### src/verilog/mlc_pkg.sv
// ~~~~~~~~~~~~~~~~~~~~
// Widths, flit header layout and memory message fields shared by the
// link client blocks. Modules take it with a wildcard import.
// ~~~~~~~~~~~~~~~~~~~~
package mlc_pkg;

  localparam int flit_width_c    = 32;
  localparam int cord_width_c    = 8;
  localparam int cid_width_c     = 4;
  localparam int len_width_c     = 4;
  localparam int mem_msg_width_c = 2 * flit_width_c;  // two payload flits.
  localparam int pkt_len_c       = 2;                 // payload flits per packet.

  // memory message fields, opcode on top, data word at the bottom
  localparam int msg_op_lsb_c     = 62;
  localparam int msg_addr_lsb_c   = 32;
  localparam int msg_addr_width_c = 30;
  localparam int msg_data_width_c = 32;

  typedef struct packed {
    logic [cord_width_c-1:0] dst_cord;
    logic [cid_width_c-1:0]  dst_cid;
    logic [len_width_c-1:0]  len;       // payload flits that follow.
    logic [cord_width_c-1:0] src_cord;
    logic [cid_width_c-1:0]  src_cid;
    logic [3:0]              spare;
  } flit_hdr_t;

  // first flit of a packet is a header, the rest are raw words
  typedef union packed {
    flit_hdr_t               hdr;
    logic [flit_width_c-1:0] raw;
  } flit_u;

  typedef enum logic [1:0] {
    mem_rd_e      = 2'b00,
    mem_wr_e      = 2'b01,
    mem_rd_resp_e = 2'b10,
    mem_wr_resp_e = 2'b11
  } mem_opcode_e;

endpackage

### src/verilog/flit_rx_assembler.sv
`timescale 1ns/100ps
// ~~~~~~~~~~~~~~~~~~~~
// Receive side of the command link. Buffers flits under credit flow
// control and assembles header plus two payload flits into one memory
// command with its source address. Valid is gated by the return store.
// ~~~~~~~~~~~~~~~~~~~~
module flit_rx_assembler #(
  parameter int rx_depth_p = 4
) (
  input  logic                                clk_i,
  input  logic                                arst_n_i,
  input  logic [mlc_pkg::flit_width_c-1:0]    flit_i,
  input  logic                                flit_v_i,
  output logic                                credit_o,
  output logic [mlc_pkg::mem_msg_width_c-1:0] pkt_msg_o,
  output logic [mlc_pkg::cord_width_c-1:0]    pkt_src_cord_o,
  output logic [mlc_pkg::cid_width_c-1:0]     pkt_src_cid_o,
  output logic                                pkt_v_o,
  input  logic                                fifo_ready_i,
  input  logic                                pkt_yumi_i
);
  import mlc_pkg::*;

  localparam int ptr_width_lp = (rx_depth_p > 1) ? $clog2(rx_depth_p) : 1;
  localparam int cnt_width_lp = $clog2(rx_depth_p + 1);

  localparam logic [1:0] st_hdr_lp  = 2'd0;
  localparam logic [1:0] st_pay0_lp = 2'd1;
  localparam logic [1:0] st_pay1_lp = 2'd2;
  localparam logic [1:0] st_full_lp = 2'd3;

  logic [flit_width_c-1:0] buf_mem [rx_depth_p];
  logic [ptr_width_lp-1:0] wr_ptr_r;
  logic [ptr_width_lp-1:0] rd_ptr_r;
  logic [cnt_width_lp-1:0] count_r;
  logic [1:0]              state_r;
  logic                    pkt_v_r;
  logic                    move;
  flit_u                   head;

  function automatic logic [ptr_width_lp-1:0] next_ptr(input logic [ptr_width_lp-1:0] ptr);
    return (ptr == ptr_width_lp'(rx_depth_p - 1)) ? '0 : ptr + 1'b1;
  endfunction

  assign move       = (count_r != '0) && (state_r != st_full_lp); // stalls while holding.
  assign head.raw   = buf_mem[rd_ptr_r];
  assign pkt_v_o    = pkt_v_r && fifo_ready_i;

  always_ff @(posedge clk_i) begin
    if (flit_v_i) buf_mem[wr_ptr_r] <= flit_i;
  end

  always_ff @(posedge clk_i or negedge arst_n_i) begin
    if (!arst_n_i) begin
      wr_ptr_r <= '0;
      rd_ptr_r <= '0;
      count_r  <= '0;
      credit_o <= 1'b0;
    end else begin
      if (flit_v_i) wr_ptr_r <= next_ptr(wr_ptr_r);
      if (move) rd_ptr_r <= next_ptr(rd_ptr_r);
      count_r  <= count_r + cnt_width_lp'(flit_v_i) - cnt_width_lp'(move);
      credit_o <= move;  // slot freed, credit goes back.
    end
  end

  always_ff @(posedge clk_i or negedge arst_n_i) begin
    if (!arst_n_i) begin
      state_r <= st_hdr_lp;
      pkt_v_r <= 1'b0;
    end else begin
      case (state_r)
        st_hdr_lp:  if (move) state_r <= st_pay0_lp;
        st_pay0_lp: if (move) state_r <= st_pay1_lp;
        st_pay1_lp: if (move) state_r <= st_full_lp;
        default:    if (pkt_yumi_i) state_r <= st_hdr_lp;
      endcase
      pkt_v_r <= (state_r == st_full_lp) && !pkt_yumi_i;
    end
  end

  always_ff @(posedge clk_i) begin
    if (move) begin
      case (state_r)
        st_hdr_lp: begin
          pkt_src_cord_o <= head.hdr.src_cord;
          pkt_src_cid_o  <= head.hdr.src_cid;
        end
        st_pay0_lp: pkt_msg_o[mem_msg_width_c-1 -: flit_width_c] <= head.raw;
        default:    pkt_msg_o[flit_width_c-1:0] <= head.raw;
      endcase
    end
  end

  // sender must respect the credits it was given
  a_no_overflow: assert property (@(posedge clk_i) disable iff (!arst_n_i)
    flit_v_i |-> count_r < cnt_width_lp'(rx_depth_p));
  a_yumi_with_v: assert property (@(posedge clk_i) disable iff (!arst_n_i)
    pkt_yumi_i |-> pkt_v_o);
  a_cmd_opcode: assert property (@(posedge clk_i) disable iff (!arst_n_i)
    pkt_v_o |-> mem_opcode_e'(pkt_msg_o[msg_op_lsb_c +: $bits(mem_opcode_e)])
                inside {mem_rd_e, mem_wr_e});

endmodule

### src/verilog/return_addr_fifo.sv
`timescale 1ns/100ps
// ~~~~~~~~~~~~~~~~~~~~
// In-order store of the source coordinate and child id of every
// outstanding memory command. Pushed on command yumi, popped when a
// response is taken; an empty store passes a same-cycle push through.
// ~~~~~~~~~~~~~~~~~~~~
module return_addr_fifo #(
  parameter int num_outstanding_req_p = 4
) (
  input  logic                             clk_i,
  input  logic                             arst_n_i,
  input  logic [mlc_pkg::cord_width_c-1:0] push_cord_i,
  input  logic [mlc_pkg::cid_width_c-1:0]  push_cid_i,
  input  logic                             push_i,
  output logic                             ready_o,
  input  logic                             pop_i,
  output logic [mlc_pkg::cord_width_c-1:0] ret_cord_o,
  output logic [mlc_pkg::cid_width_c-1:0]  ret_cid_o,
  output logic                             ret_v_o
);
  import mlc_pkg::*;

  localparam int entry_width_lp = cord_width_c + cid_width_c;
  localparam int ptr_width_lp   = (num_outstanding_req_p > 1) ? $clog2(num_outstanding_req_p) : 1;
  localparam int cnt_width_lp   = $clog2(num_outstanding_req_p + 1);
  localparam logic [ptr_width_lp-1:0] last_ptr_lp = ptr_width_lp'(num_outstanding_req_p - 1);

  logic [entry_width_lp-1:0] mem_r [num_outstanding_req_p];
  logic [ptr_width_lp-1:0]   wr_ptr_r;
  logic [ptr_width_lp-1:0]   rd_ptr_r;
  logic [cnt_width_lp-1:0]   count_r;
  logic                      empty;
  logic                      wr_en;
  logic                      rd_en;

  assign empty   = (count_r == '0);
  assign wr_en   = push_i && !(empty && pop_i); // bypassed entries are never stored.
  assign rd_en   = pop_i && !empty;
  assign ready_o = (count_r != cnt_width_lp'(num_outstanding_req_p));
  assign ret_v_o = !empty || push_i;
  assign {ret_cord_o, ret_cid_o} = empty ? {push_cord_i, push_cid_i} : mem_r[rd_ptr_r];

  always_ff @(posedge clk_i) begin
    if (wr_en) mem_r[wr_ptr_r] <= {push_cord_i, push_cid_i};
  end

  always_ff @(posedge clk_i or negedge arst_n_i) begin
    if (!arst_n_i) begin
      wr_ptr_r <= '0;
      rd_ptr_r <= '0;
      count_r  <= '0;
    end else begin
      if (wr_en) wr_ptr_r <= (wr_ptr_r == last_ptr_lp) ? '0 : wr_ptr_r + 1'b1;
      if (rd_en) rd_ptr_r <= (rd_ptr_r == last_ptr_lp) ? '0 : rd_ptr_r + 1'b1;
      count_r <= count_r + cnt_width_lp'(wr_en) - cnt_width_lp'(rd_en);
    end
  end

  a_push_ready: assert property (@(posedge clk_i) disable iff (!arst_n_i)
    push_i |-> ready_o);

endmodule

### src/verilog/flit_tx_serializer.sv
`timescale 1ns/100ps
// ~~~~~~~~~~~~~~~~~~~~
// Transmit side of the response link. Latches one memory response with
// its return address and sends header plus two payload flits, one per
// cycle while the credit counter is nonzero.
// ~~~~~~~~~~~~~~~~~~~~
module flit_tx_serializer #(
  parameter int                             link_credits_p = 4,
  parameter logic [mlc_pkg::cord_width_c-1:0] my_cord_p    = '0,
  parameter logic [mlc_pkg::cid_width_c-1:0]  my_cid_p     = '0
) (
  input  logic                                clk_i,
  input  logic                                arst_n_i,
  input  logic [mlc_pkg::mem_msg_width_c-1:0] resp_msg_i,
  input  logic                                resp_v_i,
  input  logic [mlc_pkg::cord_width_c-1:0]    ret_cord_i,
  input  logic [mlc_pkg::cid_width_c-1:0]     ret_cid_i,
  output logic                                ready_o,
  output logic [mlc_pkg::flit_width_c-1:0]    flit_o,
  output logic                                flit_v_o,
  input  logic                                credit_i
);
  import mlc_pkg::*;

  localparam int cred_width_lp = $clog2(link_credits_p + 1);

  logic [mem_msg_width_c-1:0] msg_r;
  logic [cord_width_c-1:0]    ret_cord_r;
  logic [cid_width_c-1:0]     ret_cid_r;
  logic                       busy_r;
  logic [1:0]                 sel_r;  // 0 header, then payload words.
  logic [cred_width_lp-1:0]   cred_r;
  logic                       send;
  flit_u                      head;

  assign send     = busy_r && (cred_r != '0);
  assign flit_v_o = send;
  assign ready_o  = !busy_r;

  always_comb begin
    head              = '0;
    head.hdr.dst_cord = ret_cord_r;
    head.hdr.dst_cid  = ret_cid_r;
    head.hdr.len      = len_width_c'(pkt_len_c);
    head.hdr.src_cord = my_cord_p;
    head.hdr.src_cid  = my_cid_p;
  end

  always_comb begin
    case (sel_r)
      2'd0:    flit_o = head.raw;
      2'd1:    flit_o = msg_r[mem_msg_width_c-1:msg_addr_lsb_c];
      default: flit_o = msg_r[msg_data_width_c-1:0];
    endcase
  end

  always_ff @(posedge clk_i) begin
    if (resp_v_i) begin
      msg_r      <= resp_msg_i;
      ret_cord_r <= ret_cord_i;
      ret_cid_r  <= ret_cid_i;
    end
  end

  always_ff @(posedge clk_i or negedge arst_n_i) begin
    if (!arst_n_i) begin
      busy_r <= 1'b0;
      sel_r  <= '0;
      cred_r <= cred_width_lp'(link_credits_p);
    end else begin
      if (resp_v_i) begin
        busy_r <= 1'b1;
        sel_r  <= '0;
      end else if (send) begin
        if (sel_r == 2'(pkt_len_c)) begin
          busy_r <= 1'b0;  // last payload flit out.
          sel_r  <= '0;
        end else begin
          sel_r <= sel_r + 1'b1;
        end
      end
      cred_r <= cred_r + cred_width_lp'(credit_i) - cred_width_lp'(send);
    end
  end

  // receiver returns no more credits than it was granted
  a_cred_bound: assert property (@(posedge clk_i) disable iff (!arst_n_i)
    cred_r <= cred_width_lp'(link_credits_p));

endmodule

### src/verilog/mem_link_client.sv
`timescale 1ns/100ps
// ~~~~~~~~~~~~~~~~~~~~
// Memory-side client of the wormhole network. Turns command packets
// into memory commands and memory responses into packets addressed
// back to the requester. Responses must return in command order.
// ~~~~~~~~~~~~~~~~~~~~
module mem_link_client #(
  parameter int                               num_outstanding_req_p = 4,
  parameter int                               rx_depth_p            = 4,
  parameter int                               link_credits_p        = 4,
  parameter logic [mlc_pkg::cord_width_c-1:0] my_cord_p             = '0,
  parameter logic [mlc_pkg::cid_width_c-1:0]  my_cid_p              = '0
) (
  input  logic                                clk_i,
  input  logic                                arst_n_i,
  input  logic [mlc_pkg::flit_width_c-1:0]    cmd_flit_i,
  input  logic                                cmd_flit_v_i,
  output logic                                cmd_credit_o,
  output logic [mlc_pkg::flit_width_c-1:0]    resp_flit_o,
  output logic                                resp_flit_v_o,
  input  logic                                resp_credit_i,
  output logic [mlc_pkg::mem_msg_width_c-1:0] mem_cmd_o,
  output logic                                mem_cmd_v_o,
  input  logic                                mem_cmd_yumi_i,
  input  logic [mlc_pkg::mem_msg_width_c-1:0] mem_resp_i,
  input  logic                                mem_resp_v_i,
  output logic                                mem_resp_ready_o
);
  import mlc_pkg::*;

  logic [cord_width_c-1:0] pkt_src_cord;
  logic [cid_width_c-1:0]  pkt_src_cid;
  logic                    pkt_v;
  logic                    fifo_ready;
  logic [cord_width_c-1:0] ret_cord;
  logic [cid_width_c-1:0]  ret_cid;
  logic                    ret_v;
  logic                    ser_ready;
  logic                    resp_take;

  assign mem_cmd_v_o      = pkt_v;
  assign mem_resp_ready_o = ser_ready && ret_v;  // need a return address to reply.
  assign resp_take        = mem_resp_v_i && mem_resp_ready_o;

  flit_rx_assembler #(
    .rx_depth_p(rx_depth_p)
  ) i_flit_rx_assembler (
    .clk_i(clk_i), .arst_n_i(arst_n_i),
    .flit_i(cmd_flit_i), .flit_v_i(cmd_flit_v_i), .credit_o(cmd_credit_o),
    .pkt_msg_o(mem_cmd_o), .pkt_src_cord_o(pkt_src_cord), .pkt_src_cid_o(pkt_src_cid),
    .pkt_v_o(pkt_v), .fifo_ready_i(fifo_ready), .pkt_yumi_i(mem_cmd_yumi_i)
  );

  return_addr_fifo #(
    .num_outstanding_req_p(num_outstanding_req_p)
  ) i_return_addr_fifo (
    .clk_i(clk_i), .arst_n_i(arst_n_i),
    .push_cord_i(pkt_src_cord), .push_cid_i(pkt_src_cid), .push_i(mem_cmd_yumi_i),
    .ready_o(fifo_ready), .pop_i(resp_take),
    .ret_cord_o(ret_cord), .ret_cid_o(ret_cid), .ret_v_o(ret_v)
  );

  flit_tx_serializer #(
    .link_credits_p(link_credits_p), .my_cord_p(my_cord_p), .my_cid_p(my_cid_p)
  ) i_flit_tx_serializer (
    .clk_i(clk_i), .arst_n_i(arst_n_i),
    .resp_msg_i(mem_resp_i), .resp_v_i(resp_take),
    .ret_cord_i(ret_cord), .ret_cid_i(ret_cid), .ready_o(ser_ready),
    .flit_o(resp_flit_o), .flit_v_o(resp_flit_v_o), .credit_i(resp_credit_i)
  );

endmodule

### config.mk
export PLATFORM = sky130hd
export DESIGN_NAME = mem_link_client
export DESIGN_NICKNAME = d
export VERILOG_FILES = /design/src/verilog/mlc_pkg.sv /design/src/verilog/flit_rx_assembler.sv /design/src/verilog/return_addr_fifo.sv /design/src/verilog/flit_tx_serializer.sv /design/src/verilog/mem_link_client.sv
export SDC_FILE = /design/constraint.sdc
export NUM_CORES = 1
export LEC_CHECK = 0
export BUFFER_PORTS_ARGS = -buffer_cell sky130_fd_sc_hd__buf_2
export CORE_UTILIZATION = 25
export CTS_CLUSTER_SIZE = 14
export DETAILED_ROUTE_END_ITERATION = 10
export HOLD_SLACK_MARGIN = 0.12
export PLACE_DENSITY = 0.46
export RECOVER_POWER = 100
export SETUP_SLACK_MARGIN = 0.05
export SLEW_MARGIN = 20
export SYNTH_ARGS = -nofsm -noshare
export SYNTH_HDL_FRONTEND = slang
export SYNTH_SLANG_ARGS = --single-unit
### constraint.sdc
create_clock -name clk_i -period 4.9 [get_ports clk_i]
set_clock_uncertainty 0.15 [all_clocks]
set_input_delay 0.245 -clock clk_i [delete_from_list [all_inputs] [get_ports clk_i]]
set_output_delay 0.245 -clock clk_i [all_outputs]
set_load 0.1 [all_outputs]
Word-level counts from Yosys, hierarchy flattened
Memory sizes are Yosys's and may differ from the RTL's.
Index checks and enable logic that the tools add are counted.

cells by class
  add/subtract/negate cells = 11
  multiply operators = 0
  div/mod/pow operators = 0
  magnitude comparators = 0
  eq/ne operators = 14
  shifts and indexed selects = 0
  multiplexer cells = 21
  bitwise operators = 1
  reduce and logical (&&, ||, !) cells = 28

operator list
  kind                   number
  $pmux W32 S2           1
  $mux W2                11
  $eq A2 B2 Y1 const B   7
  $mux W12               1
  $add A2 B1 Y2 const B  5
  $add A3 B1 Y3          3
  $logic_and A1 B1 Y1    9
  $sub A3 B1 Y3          3
  $reduce_and A2 Y1      4
  $mux W1                7
  $ne A2 B1 Y1 const B   3
  $pmux W2 S3            1
  $reduce_bool A3 Y1     2
  $eq A2 B1 Y1 const B   2
  $logic_not A1 Y1       4
  $logic_not A2 Y1       2
  $reduce_and A4 Y1      1
  $reduce_bool A2 Y1     2
  $reduce_bool A4 Y1     1
  $logic_not A3 Y1       1
  $ne A3 B3 Y1 const B   1
  $ne A2 B2 Y1 const B   1
  $reduce_or A2 Y1       1
  $logic_or A1 B1 Y1     1
  $not A1 Y1             1

storage, ports and cells
  register bits = 176
  bits in latches = 0
  memory bits (writable) = 176
  memory bits (read-only) = 0
  output and inout port bits = 100
  memories kept = 2

memory list
  memory                       depth  bits a word  read ports  clocked after Yosys merged registers in  write ports  RTL line                 text
  i_flit_rx_assembler.buf_mem  4      32           1           0                                        1            flit_rx_assembler.sv:32  logic [flit_width_c-1:0] buf_mem [rx_depth_p];
  i_return_addr_fifo.mem_r     4      12           1           0                                        1            return_addr_fifo.sv:28   logic [entry_width_lp-1:0] mem_r [num_outstanding_req_p];

Longest topological paths before layout
  depth after elaboration = 10
  depth in mapped cells = 9

Cells and area by module
From an unflattened synthesis, not the netlist that was laid out.

unflattened totals
  cell total of the unflattened synthesis = 632
  area, all modules = 13022.5 um^2

by module, submodules not included
  module              instances  cells each  area each (um^2)  seq. area each (um^2)
  flit_rx_assembler   1          305         7562.3            6401.1
  flit_tx_serializer  1          210         3116.7            2433.6
  return_addr_fifo    1          115         2331.0            1616.6
  mem_link_client     1          2           12.5              0.0

Worst setup path before layout
No wires, ideal clock.

  path kind = register to register
  start point = register i_flit_rx_assembler.state_r[0]
  end point = register i_flit_rx_assembler.pkt_msg_o[0] (netlist bit), enable pin
  data arrival time = 3.869 ns
  required time = 4.248 ns
  setup slack = 0.379 ns
  stages on the path, launching flop included = 4
  buffers on the path = 0
  clock period less this slack = 4.521 ns
  cells stage by stage = dfrtp_1 inv_1 ha_1 nor4_1

between the ends
  cells in the longest elaborated chain, start to end = 4
  elaborated cells between the ends (all ways) = 7
  classes of those cells = eq/ne (2); bitwise (1); reduce/logical (4)

ends and longest elaborated chain
  what                                              RTL line                 text
  from (decl)                                       flit_rx_assembler.sv:36  logic [1:0] state_r;
  from (signal assigned)                            flit_rx_assembler.sv:69  state_r <= st_hdr_lp;
  from (signal assigned)                            flit_rx_assembler.sv:73  st_hdr_lp: if (move) state_r <= st_pay0_lp;
  from (signal assigned)                            flit_rx_assembler.sv:74  st_pay0_lp: if (move) state_r <= st_pay1_lp;
  $eq A2 B1 Y1 or $logic_not A2 Y1 (tied branches)  flit_rx_assembler.sv:84  case (state_r)
  $reduce_or A2 Y1 (no line)                        n/a
  $not A1 Y1 (no line)                              n/a
  $reduce_and A2 Y1 (no line) (*)                   n/a
  to (signal, indexed assignment)                   flit_rx_assembler.sv:89  st_pay0_lp: pkt_msg_o[mem_msg_width_c-1 -: flit_width_c] <= head.raw;
  to (signal, indexed assignment)                   flit_rx_assembler.sv:90  default: pkt_msg_o[flit_width_c-1:0] <= head.raw;
  to (decl)                                         flit_rx_assembler.sv:15  output logic [mlc_pkg::mem_msg_width_c-1:0] pkt_msg_o,

Mark *: on every way between the ends. The rest lies on a longest branch, timed or not.
A chain may end at the register's enable or synchronous reset.

Worst setup path in the final report
  start point = register i_flit_tx_serializer.sel_r[1]
  end point = output port resp_flit_o[11] (netlist bit)

between the ends
  cells in the longest elaborated chain, start to end = 2
  elaborated cells between the ends (all ways) = 3
  classes of those cells = eq/ne (1); mux (1); reduce/logical (1)

ends and longest elaborated chain
  what                                              RTL line                  text
  from (decl)                                       flit_tx_serializer.sv:31  logic [1:0] sel_r;
  from (signal assigned)                            flit_tx_serializer.sv:79  sel_r <= sel_r + 1'b1;
  $eq A2 B1 Y1 or $logic_not A2 Y1 (tied branches)  flit_tx_serializer.sv:50  case (sel_r)
  $pmux W32 S2 (*)                                  flit_tx_serializer.sv:50
  to (decl)                                         mem_link_client.sv:19     output logic [mlc_pkg::flit_width_c-1:0] resp_flit_o,

Marked as above.

==> flow_metrics.tcl <==
set metrics [dict create \
    clk_pin_slew_ns 0.06 \
    required_ns 4.51 \
    insertion_delay_ns 0.56 \
    syn_inst 601 \
    syn_area_mm2 0.01293 \
    cts_resized 0 \
    cts-root-buf "clkbuf_16" \
    cp-end-kind "output port" \
    finalCritPeriodShare 0.7411 \
    cts_buffers 42 \
    wire_per_inst_um 17.07 \
    dieArea_mm2 0.05263 \
    layout-drive-gt1-share 0.2400 \
    syn_avg_cell_area_um2 21.51 \
    rows 82 \
    tns_ns 0 \
    rsz0062_at_grt "false" \
    place.port_buffers 201 \
    min_from "mem_resp_i[37]" \
    ant_nets 0 \
    fmax_ghz 0.2754 \
    synth_compound_area_frac 0.02168 \
    reg2reg_depth 4 \
    dp_hpwl_um 16830 \
    hp-class "in -> reg" \
    setup_viol 0 \
    grt_max_degree 79 \
    place_inst 1463 \
    path_max_fanout 52 \
    violations "max-capacitance violations, max-slew violations" \
    hold_depth 2 \
    nFillCells 4861 \
    gr-total-overflow 0 \
    status "finished with violations" \
    avgViaCountPerCell 4.045 \
    clockBufferDepth 3 \
    multi_input_area_mm2 0.002287 \
    synth_top_area_share 0.7618 \
    finalNonFillerCells 1645 \
    cp-start-kind "flip-flop" \
    globalplace.congestion 0.7081 \
    htreeDepth 2 \
    nets 1063 \
    io_pins 202 \
    synth-async-reset-ratio 0.06818 \
    wl_um 28080 \
    firstDrtPassIters 4 \
    synth_xor_area_frac 0.004064 \
    synth_edf_count 328 \
    num_vias 6654 \
    initial_utilization 0.2556 \
    synth_mux_area_frac 0.1044 \
    synth_top_family_by_area "multiplexers" \
    synth_area_leaders "edfxtp_1, mux4_2, dfrtp_1" \
    route.detailed.drc 0 \
    crit_type "reg -> out" \
    slew_headroom -0.7520 \
    post-route-min-period_ns 3.631 \
    timing_worst_slew_pin_value_ns 2.628 \
    cp.arrival_ns 3.24 \
    r2r-start "i_flit_rx_assembler.state_r[0]" \
    hold_viol_final 0 \
    synthSimpleGateAreaFrac 0.02226 \
    die_y_um 229.4 \
    maxSlewViolCount 332 \
    max_cap_violations 8 \
    synthFlopType "edfxtp_1" \
    synth_top_area_cell "edfxtp_1" \
    worst_slack_ns 1.269 \
    dp_slack_ns 2.031 \
    drt_iter0_drc 329 \
    critical_path.startpoint "i_flit_tx_serializer.sel_r[1]" \
    grt_first_pass_wirelength_um 42370 \
    syn_to_final_growth_pct 32.42 \
    ys_types 37 \
    yosys_warnings 0 \
    core_mm2 0.05058 \
    antenna_found_initial 2 \
    grt_pass1_vias 7072 \
    die_w_um 229.4 \
    ys_seq_elements 352 \
    cts_tree "yes" \
    regArea_mm2 0.01045 \
    post-cts-setup-buffers 0 \
    grtUsageTotal 0.1064 \
    syn-num-nets 726 \
    clock-sinks 352 \
    ys_seq_area_frac 0.8083 \
    synthAdderAreaFrac 0.02400 \
]
==> layout by cell type, fill, tap and decap left out, types with 2 or more instances in the layout <==
cell type / n
nor2_1: 11
nor3b_1: 2
mux2i_1: 13
buf_2: 98
dlygate4sd3_1: 103
xnor2_1: 5
nor3_1: 4
clkinv_1: 4
mux2_2: 17
ha_1: 20
clkinv_2: 6
mux4_2: 40
a21oi_1: 2
nor2b_1: 3
clkinv_4: 2
edfxtp_1: 328
clkbuf_1: 115
fa_1: 3
nand2_1: 23
and2_0: 6
or3_1: 2
inv_1: 21
nor4_1: 2
clkinvlp_4: 3
clkbuf_8: 2
diode_2: 2
a22o_1: 15
o31ai_1: 2
buf_4: 2
clkbuf_16: 42
clkbuf_2: 2
dfrtp_1: 22
inv_6: 2
mux4_1: 4
mux2_1: 2
bufinv_16: 9
and2_2: 3
o21ai_0: 19
==> registers in the layout, indices dropped and copies added (netlist names), 2 cells and up <==
name	count
i_return_addr_fifo.mem_r	48
i_flit_rx_assembler.state_r	2
i_flit_tx_serializer.msg_r	64
i_flit_tx_serializer.sel_r	2
i_return_addr_fifo.rd_ptr_r	2
i_flit_rx_assembler.pkt_src_cord_o	8
i_return_addr_fifo.count_r	3
i_flit_rx_assembler.rd_ptr_r	2
i_flit_rx_assembler.wr_ptr_r	2
i_return_addr_fifo.wr_ptr_r	2
i_flit_tx_serializer.ret_cord_r	8
i_flit_tx_serializer.cred_r	3
i_flit_rx_assembler.buf_mem	128
i_flit_rx_assembler.pkt_msg_o	64
i_flit_rx_assembler.pkt_src_cid_o	4
i_flit_rx_assembler.count_r	3
i_flit_tx_serializer.ret_cid_r	4
==> final cells by class <==
type,instances,share of cell area
sequential,352,0.6105
multi-input combinational,206,0.1336
timing repair buffer,315,0.1144
clock buffer,49,0.06409
tap,672,0.04911
clock inverter,28,0.02339
inverter,21,0.004604
antenna,2,0.0002923
==> layer usage <==
| metal | global-route usage | wire, um | share of wire | vias up |
|---|---|---|---|---|
| li1 | - | - | - | 3086 |
| met1 | 0.1347 | 12520 | 0.45 | 3310 |
| met2 | 0.1693 | 12960 | 0.46 | 196 |
| met3 | 0.03262 | 1805 | 0.064 | 62 |
| met4 | 0.04188 | 795 | 0.028 | 0 |
| met5 | 0 | 0 | 0 | - |
==> worst max-delay path: stages (launching register included) <==
cell      delay [ns]
dfrtp_1         0.34
clkbuf_1        1.54
a22o_1          0.36
buf_2           0.44
==> worst paths after layout <==
kind	endpoint	slack, ns
worst min register to register	i_return_addr_fifo.mem_r[0][0]	0.39
max in group asynchronous	i_flit_tx_serializer.sel_r[0]	2.42
worst max register to register	i_flit_rx_assembler.pkt_msg_o[29]	1.53
worst max-delay path	resp_flit_o[11]	1.27
min in group asynchronous	i_flit_tx_serializer.cred_r[1]	0.96
worst min-delay path	i_flit_tx_serializer.msg_r[37]	0.25
==> cells in the mapped netlist, drive strengths merged, types with 9 or more instances <==
cell type,instances
ha,20
nand2,23
edfxtp,328
clkbuf,11
dfrtp,23
mux2i,13
nor2,12
inv,21
buf,11
mux4,44
o21ai,19
and2,9
mux2,19
a22o,15
==> timing repair <==
action                     CTS  global route
hold buffers               103             0
setup endpoints to repair    0             0
hold endpoints to repair   229             0
==> logic make-up (layout without fill, tap and decap cells) <==
logic type                 Yosys count  in the layout
AOI/OAI and AO/OA                   42             42
xor gates and xnor gates             6              6
adders and majority gates           23             23
buffers and inverters               43            413
DFF                                352            352
muxes                               76             76
other                                0              2
and+or+nand+nor                     59             59
==> stage by stage <==
step,hold WS (ns),area [um2],util
floorplan,-0.2006,12930,-
global placement,0.1633,14770,0.2919
detailed placement,0.1644,14770,0.2919
CTS,0.2051,17300,0.3419
global route,0.2345,17120,0.3385
finish,0.2525,17120,0.3385
Power is left out: the tool's default activity adds up to more than one toggle a clock period on the data nets, which glitch-free logic cannot reach.
